$ cat config.mk
export PLATFORM = sky130hd
export DESIGN_NAME = pcs_tx_top
export DESIGN_NICKNAME = d
export VERILOG_FILES = /design/src/pcs_tx_pkg.sv /design/src/encoder_comparator.sv /design/src/tx_encode_fsm.sv /design/src/block_scrambler.sv /design/src/pcs_tx_top.sv
export SDC_FILE = /design/constraint.sdc
export NUM_CORES = 1
export LEC_CHECK = 0
export ABC_CLOCK_PERIOD_IN_PS = 3550
export BUFFER_PORTS_ARGS = -buffer_cell sky130_fd_sc_hd__clkbuf_2
export CORE_MARGIN = 2
export CORE_UTILIZATION = 52
export CTS_BUF_LIST = sky130_fd_sc_hd__clkbuf_16
export DETAILED_ROUTE_END_ITERATION = 7
export PLACE_DENSITY = 0.8
export SETUP_SLACK_MARGIN = 0.15
export SYNTH_ARGS = -nofsm -noshare
export SYNTH_HDL_FRONTEND = slang
export SYNTH_SLANG_ARGS = --single-unit
$ cat constraint.sdc
create_clock -name i_clock -period 3.55 [get_ports i_clock]
set_clock_uncertainty 0.15 [all_clocks]
set_input_delay 0.5325 -clock i_clock [delete_from_list [all_inputs] [get_ports i_clock]]
set_output_delay 0.5325 -clock i_clock [all_outputs]
set_load 0.02 [all_outputs]
$ cat src/pcs_tx_pkg.sv
// Shared widths, character codes, block formats and types for the 64b/66b transmit PCS
package pcs_tx_pkg;

	// Widths fixed by the standard
	localparam int NB_BYTES     = 8;
	localparam int NB_CHAR      = 8;
	localparam int NB_PCS_CHAR  = 7;
	localparam int NB_DATA_RAW  = NB_BYTES * NB_CHAR;
	localparam int NB_SH        = 2;
	localparam int N_BLOCK_TYPE = 5 + NB_BYTES;

	typedef logic [NB_DATA_RAW-1:0] cgmii_data_t;
	typedef logic [NB_BYTES-1:0]    cgmii_ctrl_t;
	typedef logic [NB_CHAR-1:0]     cgmii_char_t;
	typedef logic [NB_PCS_CHAR-1:0] pcs_char_t;
	typedef logic [NB_SH-1:0]       sync_header_t;
	typedef logic [NB_DATA_RAW-1:0] block_payload_t;

	// CGMII control characters
	localparam cgmii_char_t CGMII_START     = 8'hFB;
	localparam cgmii_char_t CGMII_TERMINATE = 8'hFD;
	localparam cgmii_char_t CGMII_SIGNAL    = 8'h5C;
	localparam cgmii_char_t CGMII_SEQUENCE  = 8'h9C;
	localparam cgmii_char_t CGMII_IDLE      = 8'h07;
	localparam cgmii_char_t CGMII_ERROR     = 8'hFE;

	// PCS control codes
	localparam pcs_char_t   PCS_IDLE      = 7'h00;
	localparam pcs_char_t   PCS_ERROR     = 7'h1E;
	localparam logic [3:0]  PCS_ORDER_SEQ = 4'h0;
	localparam logic [3:0]  PCS_ORDER_SIG = 4'hF;

	localparam sync_header_t DATA_SH = 2'b01;
	localparam sync_header_t CTRL_SH = 2'b10;

	// Block type field values
	localparam cgmii_char_t BTYPE_CTRL  = 8'h1E;
	localparam cgmii_char_t BTYPE_S     = 8'h78;
	localparam cgmii_char_t BTYPE_ORDER = 8'h4B;
	localparam cgmii_char_t BTYPE_T0    = 8'h87;
	localparam cgmii_char_t BTYPE_T1    = 8'h99;
	localparam cgmii_char_t BTYPE_T2    = 8'hAA;
	localparam cgmii_char_t BTYPE_T3    = 8'hB4;
	localparam cgmii_char_t BTYPE_T4    = 8'hCC;
	localparam cgmii_char_t BTYPE_T5    = 8'hD2;
	localparam cgmii_char_t BTYPE_T6    = 8'hE1;
	localparam cgmii_char_t BTYPE_T7    = 8'hFF;

	// Terminate types indexed by terminate position
	localparam cgmii_char_t BTYPE_TERM [NB_BYTES] = '{
		BTYPE_T0, BTYPE_T1, BTYPE_T2, BTYPE_T3,
		BTYPE_T4, BTYPE_T5, BTYPE_T6, BTYPE_T7
	};

	typedef struct packed {
		sync_header_t   header;
		block_payload_t payload;
	} pcs_block_t;

	// Same order as T_TYPE in the standard
	typedef struct packed {
		logic is_data;
		logic is_start;
		logic is_control;
		logic is_terminate;
	} block_class_t;

	typedef enum logic [2:0] {TX_INIT, TX_C, TX_D, TX_T, TX_E} tx_state_t;

	localparam pcs_block_t ERROR_BLOCK = '{
		header:  CTRL_SH,
		payload: {BTYPE_CTRL, {NB_BYTES{PCS_ERROR}}}
	};

	// Scrambler polynomial 1 + x^39 + x^58
	localparam int SCRAMBLER_LEN = 58;
	localparam int SCRAMBLER_TAP = 38;

endpackage

$ cat src/encoder_comparator.sv
// Classifies a registered CGMII word and builds its 66-bit coded block and block class
`timescale 1ns/1ns

module encoder_comparator (
	input  logic                     i_clock,
	input  logic                     i_reset,
	input  logic                     i_valid,
	input  pcs_tx_pkg::cgmii_data_t  i_tx_data,
	input  pcs_tx_pkg::cgmii_ctrl_t  i_tx_ctrl,
	output logic                     o_valid,
	output pcs_tx_pkg::pcs_block_t   o_block,
	output pcs_tx_pkg::block_class_t o_class
);
	import pcs_tx_pkg::*;

	cgmii_data_t             tx_data;
	cgmii_ctrl_t             tx_ctrl;
	logic                    valid_q;
	cgmii_char_t             in_char [NB_BYTES];
	pcs_char_t               pcs_char [NB_BYTES];
	logic [NB_BYTES-1:0]     valid_char;
	logic                    type_data;
	logic                    type_s;
	logic                    type_q;
	logic                    type_fsig;
	logic                    type_idle;
	logic [NB_BYTES-1:0]     type_term;
	logic [N_BLOCK_TYPE-1:0] deco_type;
	block_payload_t          term_payload [NB_BYTES];

	always_ff @(posedge i_clock)
	begin
		if (i_reset)
			valid_q <= 1'b0;
		else
			valid_q <= i_valid;
	end

	// Word held until the next accepted one
	always_ff @(posedge i_clock)
	begin
		if (i_valid)
		begin
			tx_data <= i_tx_data;
			tx_ctrl <= i_tx_ctrl;
		end
	end

	// Split into characters, byte 0 at the top; only idle and error map to PCS codes
	always_comb
	begin
		for (int i = 0; i < NB_BYTES; i++)
		begin
			in_char[i] = tx_data[NB_DATA_RAW-1-NB_CHAR*i -: NB_CHAR];
			case (in_char[i])
				CGMII_IDLE:
				begin
					pcs_char[i]   = PCS_IDLE;
					valid_char[i] = 1'b1;
				end
				CGMII_ERROR:
				begin
					pcs_char[i]   = PCS_ERROR;
					valid_char[i] = 1'b1;
				end
				default:
				begin
					pcs_char[i]   = PCS_ERROR;
					valid_char[i] = 1'b0;
				end
			endcase
		end
	end

	assign type_data = (tx_ctrl == 8'h00);
	assign type_s    = (tx_ctrl == 8'h80) && (in_char[0] == CGMII_START);
	assign type_q    = (tx_ctrl == 8'h80) && (in_char[0] == CGMII_SEQUENCE);
	assign type_fsig = (tx_ctrl == 8'h80) && (in_char[0] == CGMII_SIGNAL);
	assign type_idle = (tx_ctrl == 8'hFF) && (tx_data == {NB_BYTES{CGMII_IDLE}});

	// Terminate at n: control flags from byte n on, every character after it idle or error
	for (genvar n = 0; n < NB_BYTES; n++)
	begin : g_term
		localparam cgmii_ctrl_t         TERM_CTRL = cgmii_ctrl_t'(8'hFF >> n);
		localparam logic [NB_BYTES-1:0] TAIL_MASK = NB_BYTES'(8'hFF << (n + 1));

		assign type_term[n] = (tx_ctrl == TERM_CTRL) && (in_char[n] == CGMII_TERMINATE)
			&& (&(valid_char | ~TAIL_MASK));
	end

	// Type byte, data before /T/, zero pad, mapped tail with char 7 lowest
	always_comb
	begin
		for (int n = 0; n < NB_BYTES; n++)
		begin
			term_payload[n] = '0;
			term_payload[n][NB_DATA_RAW-1 -: NB_CHAR] = BTYPE_TERM[n];
			for (int i = 0; i < n; i++)
				term_payload[n][NB_DATA_RAW-1-NB_CHAR*(i+1) -: NB_CHAR] = in_char[i];
			for (int j = n + 1; j < NB_BYTES; j++)
				term_payload[n][NB_PCS_CHAR*(NB_BYTES-j)-1 -: NB_PCS_CHAR] = pcs_char[j];
		end
	end

	assign deco_type = {type_data, type_s, type_q, type_fsig, type_idle, type_term};

	always_comb
	begin
		o_block = ERROR_BLOCK;
		if (type_data)
			o_block = '{header: DATA_SH, payload: tx_data};
		else if (type_s)
			o_block = '{header: CTRL_SH, payload: {BTYPE_S, tx_data[NB_DATA_RAW-NB_CHAR-1:0]}};
		else if (type_q || type_fsig)
		begin
			o_block.header  = CTRL_SH;
			o_block.payload = {BTYPE_ORDER, tx_data[NB_DATA_RAW-NB_CHAR-1 -: 24],
				type_q ? PCS_ORDER_SEQ : PCS_ORDER_SIG, 28'h0};
		end
		else if (type_idle)
			o_block = '{header: CTRL_SH, payload: {BTYPE_CTRL, {NB_BYTES{PCS_IDLE}}}};
		else
		begin
			for (int n = 0; n < NB_BYTES; n++)
				if (type_term[n])
					o_block = '{header: CTRL_SH, payload: term_payload[n]};
		end
	end

	// T_TYPE for the transmit FSM
	assign o_class = '{
		is_data:      type_data,
		is_start:     type_s,
		is_control:   type_q | type_fsig | type_idle,
		is_terminate: |type_term
	};

	assign o_valid = valid_q;

	// A word never matches two formats
	assert property (@(posedge i_clock) disable iff (i_reset)
		valid_q |-> $onehot0(deco_type));

endmodule

$ cat src/tx_encode_fsm.sv
// Transmit block-order FSM, replaces blocks in an illegal position with the error block
`timescale 1ns/1ns

module tx_encode_fsm (
	input  logic                     i_clock,
	input  logic                     i_reset,
	input  logic                     i_valid,
	input  pcs_tx_pkg::pcs_block_t   i_block,
	input  pcs_tx_pkg::block_class_t i_class,
	output logic                     o_valid,
	output pcs_tx_pkg::pcs_block_t   o_block
);
	import pcs_tx_pkg::*;

	tx_state_t state;
	tx_state_t next_state;

	// Anything not listed falls to TX_E
	always_comb
	begin
		next_state = TX_E;
		case (state)
			TX_INIT, TX_C, TX_T:
			begin
				if (i_class.is_control)
					next_state = TX_C;
				else if (i_class.is_start)
					next_state = TX_D;
			end
			TX_D:
			begin
				if (i_class.is_data)
					next_state = TX_D;
				else if (i_class.is_terminate)
					next_state = TX_T;
			end
			TX_E:
			begin
				if (i_class.is_data)
					next_state = TX_D;
				else if (i_class.is_terminate)
					next_state = TX_T;
				else if (i_class.is_control)
					next_state = TX_C;
			end
			default:
				next_state = TX_E;
		endcase
	end

	always_ff @(posedge i_clock)
	begin
		if (i_reset)
		begin
			state   <= TX_INIT;
			o_valid <= 1'b0;
		end
		else
		begin
			o_valid <= i_valid;
			if (i_valid)
				state <= next_state;
		end
	end

	always_ff @(posedge i_clock)
	begin
		if (i_valid)
		begin
			if (next_state == TX_E)
				o_block <= ERROR_BLOCK;
			else
				o_block <= i_block;
		end
	end

	// Comparator gives at most one class per block
	assert property (@(posedge i_clock) disable iff (i_reset)
		i_valid |-> $onehot0(i_class));

endmodule

$ cat src/block_scrambler.sv
// Self-synchronizing 1 + x^39 + x^58 payload scrambler with registered output
`timescale 1ns/1ns

module block_scrambler (
	input  logic                   i_clock,
	input  logic                   i_reset,
	input  logic                   i_valid,
	input  pcs_tx_pkg::pcs_block_t i_block,
	output logic                   o_valid,
	output pcs_tx_pkg::pcs_block_t o_block
);
	import pcs_tx_pkg::*;

	logic [SCRAMBLER_LEN-1:0] scr_state;
	logic [SCRAMBLER_LEN-1:0] scr_next;
	block_payload_t           scr_payload;
	logic                     scr_bit;

	// Bit 0 goes first, each scrambled bit feeds back into the state
	always_comb
	begin
		scr_next = scr_state;
		for (int i = 0; i < NB_DATA_RAW; i++)
		begin
			scr_bit = i_block.payload[i] ^ scr_next[SCRAMBLER_TAP] ^ scr_next[SCRAMBLER_LEN-1];
			scr_payload[i] = scr_bit;
			scr_next = {scr_next[SCRAMBLER_LEN-2:0], scr_bit};
		end
	end

	always_ff @(posedge i_clock)
	begin
		if (i_reset)
		begin
			o_valid   <= 1'b0;
			scr_state <= '0;
		end
		else
		begin
			o_valid <= i_valid;
			if (i_valid)
				scr_state <= scr_next;
		end
	end

	// Sync header is sent in the clear
	always_ff @(posedge i_clock)
	begin
		if (i_valid)
			o_block <= '{header: i_block.header, payload: scr_payload};
	end

	assert property (@(posedge i_clock) disable iff (i_reset)
		o_valid |-> (o_block.header == DATA_SH) || (o_block.header == CTRL_SH));

endmodule

$ cat src/pcs_tx_top.sv
// Transmit PCS top, chains block encoding, block-order FSM and scrambler
`timescale 1ns/1ns

module pcs_tx_top (
	input  logic                    i_clock,
	input  logic                    i_reset,
	input  logic                    i_valid,
	input  pcs_tx_pkg::cgmii_data_t i_tx_data,
	input  pcs_tx_pkg::cgmii_ctrl_t i_tx_ctrl,
	output logic                    o_valid,
	output pcs_tx_pkg::pcs_block_t  o_block
);
	import pcs_tx_pkg::*;

	logic         enc_valid;
	pcs_block_t   enc_block;
	block_class_t enc_class;
	logic         fsm_valid;
	pcs_block_t   fsm_block;

	encoder_comparator encoder_comparator_inst (
		.i_clock   (i_clock),
		.i_reset   (i_reset),
		.i_valid   (i_valid),
		.i_tx_data (i_tx_data),
		.i_tx_ctrl (i_tx_ctrl),
		.o_valid   (enc_valid),
		.o_block   (enc_block),
		.o_class   (enc_class)
	);

	// Order check one cycle after encoding
	tx_encode_fsm tx_encode_fsm_inst (
		.i_clock (i_clock),
		.i_reset (i_reset),
		.i_valid (enc_valid),
		.i_block (enc_block),
		.i_class (enc_class),
		.o_valid (fsm_valid),
		.o_block (fsm_block)
	);

	block_scrambler block_scrambler_inst (
		.i_clock (i_clock),
		.i_reset (i_reset),
		.i_valid (fsm_valid),
		.i_block (fsm_block),
		.o_valid (o_valid),
		.o_block (o_block)
	);

endmodule

Yosys cells after proc, flatten, opt, wreduce, memory -nomap -nowiden
Index checks and enable logic that the tools add are counted.
- multiplexer cells: 35
- bitwise gates (word level): 130
- shift operators: 0
- reduce and logical (&&, ||, !) cells: 37
- div/mod/pow operators: 0
- $add $sub $neg: 0
- $lt $le $gt $ge: 0
- multipliers: 0
- eq/ne operators: 40
- operator list (kind ; count):
    $mux 64 ; 8
    $mux 66 ; 4
    $eq 8x8->1 const B ; 19
    $xor 1x1->1 ; 128
    $eq 64x59->1 const B ; 1
    $eq 8x3->1 const B ; 8
    $mux 5 ; 7
    $mux 3 ; 7
    $logic_and 1x1->1 ; 19
    $eq 8x7->1 const B ; 2
    $reduce_or 2->1 ; 7
    $pmux 3 s3 ; 1
    $eq 8x1->1 const B ; 1
    $eq 8x2->1 const B ; 1
    $eq 8x4->1 const B ; 1
    $eq 8x5->1 const B ; 1
    $eq 8x6->1 const B ; 1
    $logic_not 8->1 ; 1
    $reduce_or 8->1 ; 1
    $mux 1 ; 7
    $reduce_and 7->1 ; 1
    $eq 3x2->1 const B ; 2
    $eq 3x3->1 const B ; 2
    $reduce_and 6->1 ; 1
    other kinds (10) ; 11
- logic and storage cells: 253
- bits in latches: 0
- memory bits (read-only): 0
- bits in registers: 268
- input bits: 75
- memories kept: 0
- bits in writable memories: 0

Longest topological paths before layout
- word-level depth: 17
- depth in mapped cells: 11

By module
From an unflattened synthesis, not the netlist that was laid out.
- cell total of the unflattened synthesis: 961
- area total of the unflattened synthesis: 12708.4 µm²
- modules (own cells, without submodules) (module ; cells each ; seq. area each (µm²) ; times used ; area each (µm²)):
    block_scrambler ; 405 ; 3163.0 ; 1 ; 5873.1
    encoder_comparator ; 385 ; 2182.1 ; 1 ; 4092.7
    tx_encode_fsm ; 171 ; 2062.0 ; 1 ; 2742.6

Worst setup path after synthesis
Ideal clock, no wire load.
- path kind: register to register
- start: reg tx_encode_fsm_inst.o_valid
- end: reg block_scrambler_inst.scr_state[13]
- setup slack: 0.106 ns
- data required time: 3.272 ns
- stages on the path, launching flop included: 6
- arrival: 3.167 ns
- cells stage by stage: dfxtp_1 clkbuf_1 buf_1 buf_1 mux2i_1 nor2_1
- RTL lines (what ; line ; RTL):
    start: declaration ; tx_encode_fsm.sv:10 ; output logic o_valid,
    start signal: assignment ; tx_encode_fsm.sv:60 ; o_valid <= i_valid;
    end signal: assignment ; block_scrambler.sv:42 ; scr_state <= scr_next;
    end: declaration ; block_scrambler.sv:14 ; logic [SCRAMBLER_LEN-1:0] scr_state;

Worst setup path in the final report
- start: reg encoder_comparator_inst.tx_ctrl[5]
- end: reg tx_encode_fsm_inst.o_block[15] (netlist bit), data pin
- cells in the longest elaborated chain, start to end: 15
- RTL lines (what ; line ; RTL):
    start: declaration ; encoder_comparator.sv:17 ; cgmii_ctrl_t tx_ctrl;
    start signal: assignment ; encoder_comparator.sv:45 ; tx_ctrl <= i_tx_ctrl;
    $eq 8x8->1 ; encoder_comparator.sv:79, encoder_comparator.sv:87 ;
    $logic_and 1x1->1 ; encoder_comparator.sv:87 ; assign type_term[n] = (tx_ctrl == TERM_CTRL) && (in_char[n] == CGMII_TERMINATE)
    $logic_and 1x1->1 ; encoder_comparator.sv:88 ; && (&(valid_char | ~TAIL_MASK));
    $mux 64 (8 in a row) ; encoder_comparator.sv:125 ; if (type_term[n])
    $mux 66 ; encoder_comparator.sv:120 ; else if (type_idle)
    $mux 66 ; encoder_comparator.sv:114 ; else if (type_q || type_fsig)
    $mux 66 ; encoder_comparator.sv:112 ; else if (type_s)
    $mux 66 ; encoder_comparator.sv:110 ; if (type_data)
    end signal: assignment ; tx_encode_fsm.sv:73 ; o_block <= i_block;
    end: declaration ; tx_encode_fsm.sv:11 ; output pcs_tx_pkg::pcs_block_t o_block
Several ways; a longest one is shown, not always the timed one.
A chain may end at the register's enable or synchronous reset.

==> out/results.txt <==
Outcome - completed
Worst Setup End Kind - register
Max_cap viols - 0
Syn Std Cell Area - 0.0116 mm^2
Top Family by Delay on Critical Path - simple AND/OR/NAND/NOR gates
Worst path max stage delay - 0.69 ns
DR vias - 7918
Synth Area in Adders - 0%
Clk slew on worst S/H paths - 0.07 ns
Root Driver - clkbuf_16
Drt drc - 0
Yosys warnings - 0
Layout Nets - 1153
Post-synthesis sequential element count - 268
Total congestion overflow - 0
Met1 Usage GRT - 34.5%
Largest net degree at the start of global routing - 50
EDFF count, synth - 204
Placed cells - 1329
Switching pwr - 1.69 mW
Mux contribution to synthesized area - 5.01%
Ys async rst share - 0%
Final period util - 93.4%
R2R cell count - 8
Number of setup buffers added after CTS - 0
Flop2flop setup slack - 0.23 ns
CTS hold repair buffers - 0
Setup crit start kind - register
Slowest CP cell - or4_1
Max Buffers Root-to-Sink - 3
Cell Pwr Density - 518 mW/mm^2
I/O Pins - 142
Critical path fanouts, max - 7
Vias in the first global route - 7712
Cell-by-cell trace of the critical path - or4_1, nor4_1, nand4b_1, a211oi_2, nor3_1, a31oi_4, o211ai_1, a221o_1
Layout cells sized above 1 - 22.8%
H-Tree Depth - 1
Critical path buffer and inverter count - 0
PortBufs - 141
Die Width - 153 um
Leak - 4.74 nW
Clock sink count - 268
Syn_area_per_cell - 12.9 um^2
Clock power share - 40.3%
CTS Buf Count - 27
Initial DRC count - 628
Met2 Use GR - 40.4%
Detailed Place HPWL - 22400 um
Wirelength per Cell - 21.4 um
Int Pwr - 5.48 mW
Largest family of logic cells by synthesized area - simple AND/OR/NAND/NOR gates
Gate count of the mapped netlist - 895
CTS tree - done
Crit Reg-Reg Endpoint - tx_encode_fsm_inst.o_block[15]
Switching part of the total - 23.6%
Hold Crit Class - input pin to register
GR Util met3 - 3.66%
CP arrival - 3.45 ns
Core region area - 0.0218 mm^2
Hold endpoint - encoder_comparator_inst.tx_ctrl[6]
Final TNS setup - 0 ns
Slew Limit Fails - 0
Max Clk Rate - 301 MHz
Placer Congestion - 1.02
Post-synthesis xor/xnor area fraction - 9.83%
Synth Net Count - 970
Synth Area in Compound Gates - 7.59%
RSZ-0062 raised after global routing - yes
Antenna-violating nets left - 0
GR Util All Layers - 24.9%
Die area - 0.0235 mm^2
Die Ht - 153 um
Ys flop type - edfxtp_1
Row Count - 54
# diodes - 0
Total Wirelength - 29600 um
Peak VDD IR - 0.420 mV
Final non-filler cell total - 1379
Combinational fraction of design power - 7.8%
Post-Synth Simple-Gate Area - 12.3%
Yosys cell types - 70
Depth of the worst hold-timing path - 1
First-pass GRT wire length - 44800 um
Hold path start - i_tx_ctrl[6]
Crit path time final - 3.32 ns
Worst slew pin tran - 0.932 ns
Initial core utilization - 53.1%
Kind of critical path - register to register
Critical Path RT - 3.69 ns
Pre-antenna DRT Iters - 7
# setup viols final - 0
Layout area overhead - 19.4%
Global routing's busiest layer - met2
Register area share after synthesis - 63.9%
Final Hold Fails - 0
Clk Latency, worst-skew pair - 0.55 ns
Post-DR vias/cell - 5.74
Flop pwr share - 51.9%
Initial antenna violation count - 0
Relative slew slack - 37.9%
Reg2reg start - encoder_comparator_inst.tx_ctrl[5]
-- power by group through the flow --
stage | sequential [mW] | combinational, mW | clock (mW)
floorplan | 3.77 | 0.311 | 0
global placement | 3.78 | 0.550 | 0
detailed placement | 3.78 | 0.557 | 0
CTS | 3.71 | 0.561 | 2.92
global route | 3.73 | 0.606 | 3.03
finish | 3.72 | 0.563 | 2.89
-- synthesized netlist by cell type (7+ instances only) --
library cell / count / area, um^2
nor2_1: 115 / 432
o21ai_0: 29 / 145
nand4_1: 20 / 125
o21ai_1: 8 / 40.0
inv_1: 7 / 26.3
nor3_1: 14 / 70.1
nand3_1: 23 / 115
mux2i_1: 58 / 581
edfxtp_1: 204 / 6130
dfxtp_1: 64 / 1280
a22oi_1: 17 / 128
nand2_1: 46 / 173
o211ai_1: 13 / 97.6
nor4_1: 14 / 87.6
xnor2_1: 130 / 1140
clkbuf_1: 21 / 78.8
a21oi_1: 8 / 40.0
a221o_1: 11 / 110
nor2b_1: 7 / 43.8
-- layer usage --
layer	vias up	routed length, um
met5	-	0
met4	0	1080
met3	66	2270
met2	386	13800
met1	3759	12400
li1	3707	-
-- layout make-up --
| class | instances | area (um^2) |
|---|---|---|
| Fill cell | 1688 | 7990 |
| Clock inverter | 23 | 230 |
| Inverter | 7 | 26.3 |
| Multi-Input combinational cell | 591 | 4080 |
| Clock buffer | 27 | 676 |
| Sequential cell | 268 | 7410 |
| Timing Repair Buffer | 183 | 1060 |
| Tap cell | 280 | 350 |
-- per-stage QoR --
step	utilization (%)	total power, mW	hold WS (ns)	setup slack (ns)	cell area [um^2]
after floorplan	-	4.08	0.250	0.484	11600
after global placement	59.0	4.33	0.252	0.0859	12900
after detailed placement	59.0	4.34	0.255	0.0733	12900
after CTS	63.2	7.20	0.000139	0.188	13800
after global routing	63.4	7.37	0.000298	0.139	13800
final	63.4	7.17	0.0109	0.233	13800
-- cell usage in the layout (no fill, tap or decap), drive strengths merged, types with 14 or more instances in the layout --
cell / count
nand3: 23
edfxtp: 204
nor2: 116
mux2i: 58
buf: 43
nor4: 17
inv: 14
nand2: 47
o21ai: 38
a22oi: 17
nor3: 15
clkbuf: 167
xnor2: 130
dfxtp: 64
nand4: 20
-- what timing repair did --
action	CTS	global route
setup endpoints to repair	38	42
cloned	0	0
resized for setup	2	10
hold endpoints to repair	0	0
pin swaps	1	1
-- registers in the layout (all words and copies together) (netlist names) --
| name | flops |
|---|---|
| block_scrambler_inst.o_block | 66 |
| tx_encode_fsm_inst.o_block | 66 |
| encoder_comparator_inst.in_char | 64 |
| block_scrambler_inst.scr_state | 58 |
| encoder_comparator_inst.tx_ctrl | 8 |
| tx_encode_fsm_inst.state | 3 |
| block_scrambler_inst.o_valid | 1 |
| encoder_comparator_inst.o_valid | 1 |
| tx_encode_fsm_inst.o_valid | 1 |
-- how the worst max path moves through the flow --
stage,start,end,slack [ns],cells after the start
3_5_place_dp,encoder_comparator_inst.tx_ctrl[5],tx_encode_fsm_inst.o_block[38],0.07,9
2_1_floorplan,encoder_comparator_inst.in_char[12],tx_encode_fsm_inst.o_block[2],0.48,10
4_1_cts,encoder_comparator_inst.tx_ctrl[5],tx_encode_fsm_inst.o_block[38],0.19,9
6_report,encoder_comparator_inst.tx_ctrl[5],tx_encode_fsm_inst.o_block[15],0.23,8
5_1_grt,encoder_comparator_inst.tx_ctrl[5],tx_encode_fsm_inst.o_block[38],0.14,9
3_3_place_gp,encoder_comparator_inst.tx_ctrl[5],tx_encode_fsm_inst.o_block[56],0.09,9
-- logic make-up after synthesis --
| logic type | after synthesis |
|---|---|
| compound gates | 121 |
| xor+xnor | 130 |
| mux | 58 |
| buf+inv | 36 |
| simple gates | 282 |
| flops | 268 |
No activity file was read; power rests on OpenSTA's default activity.
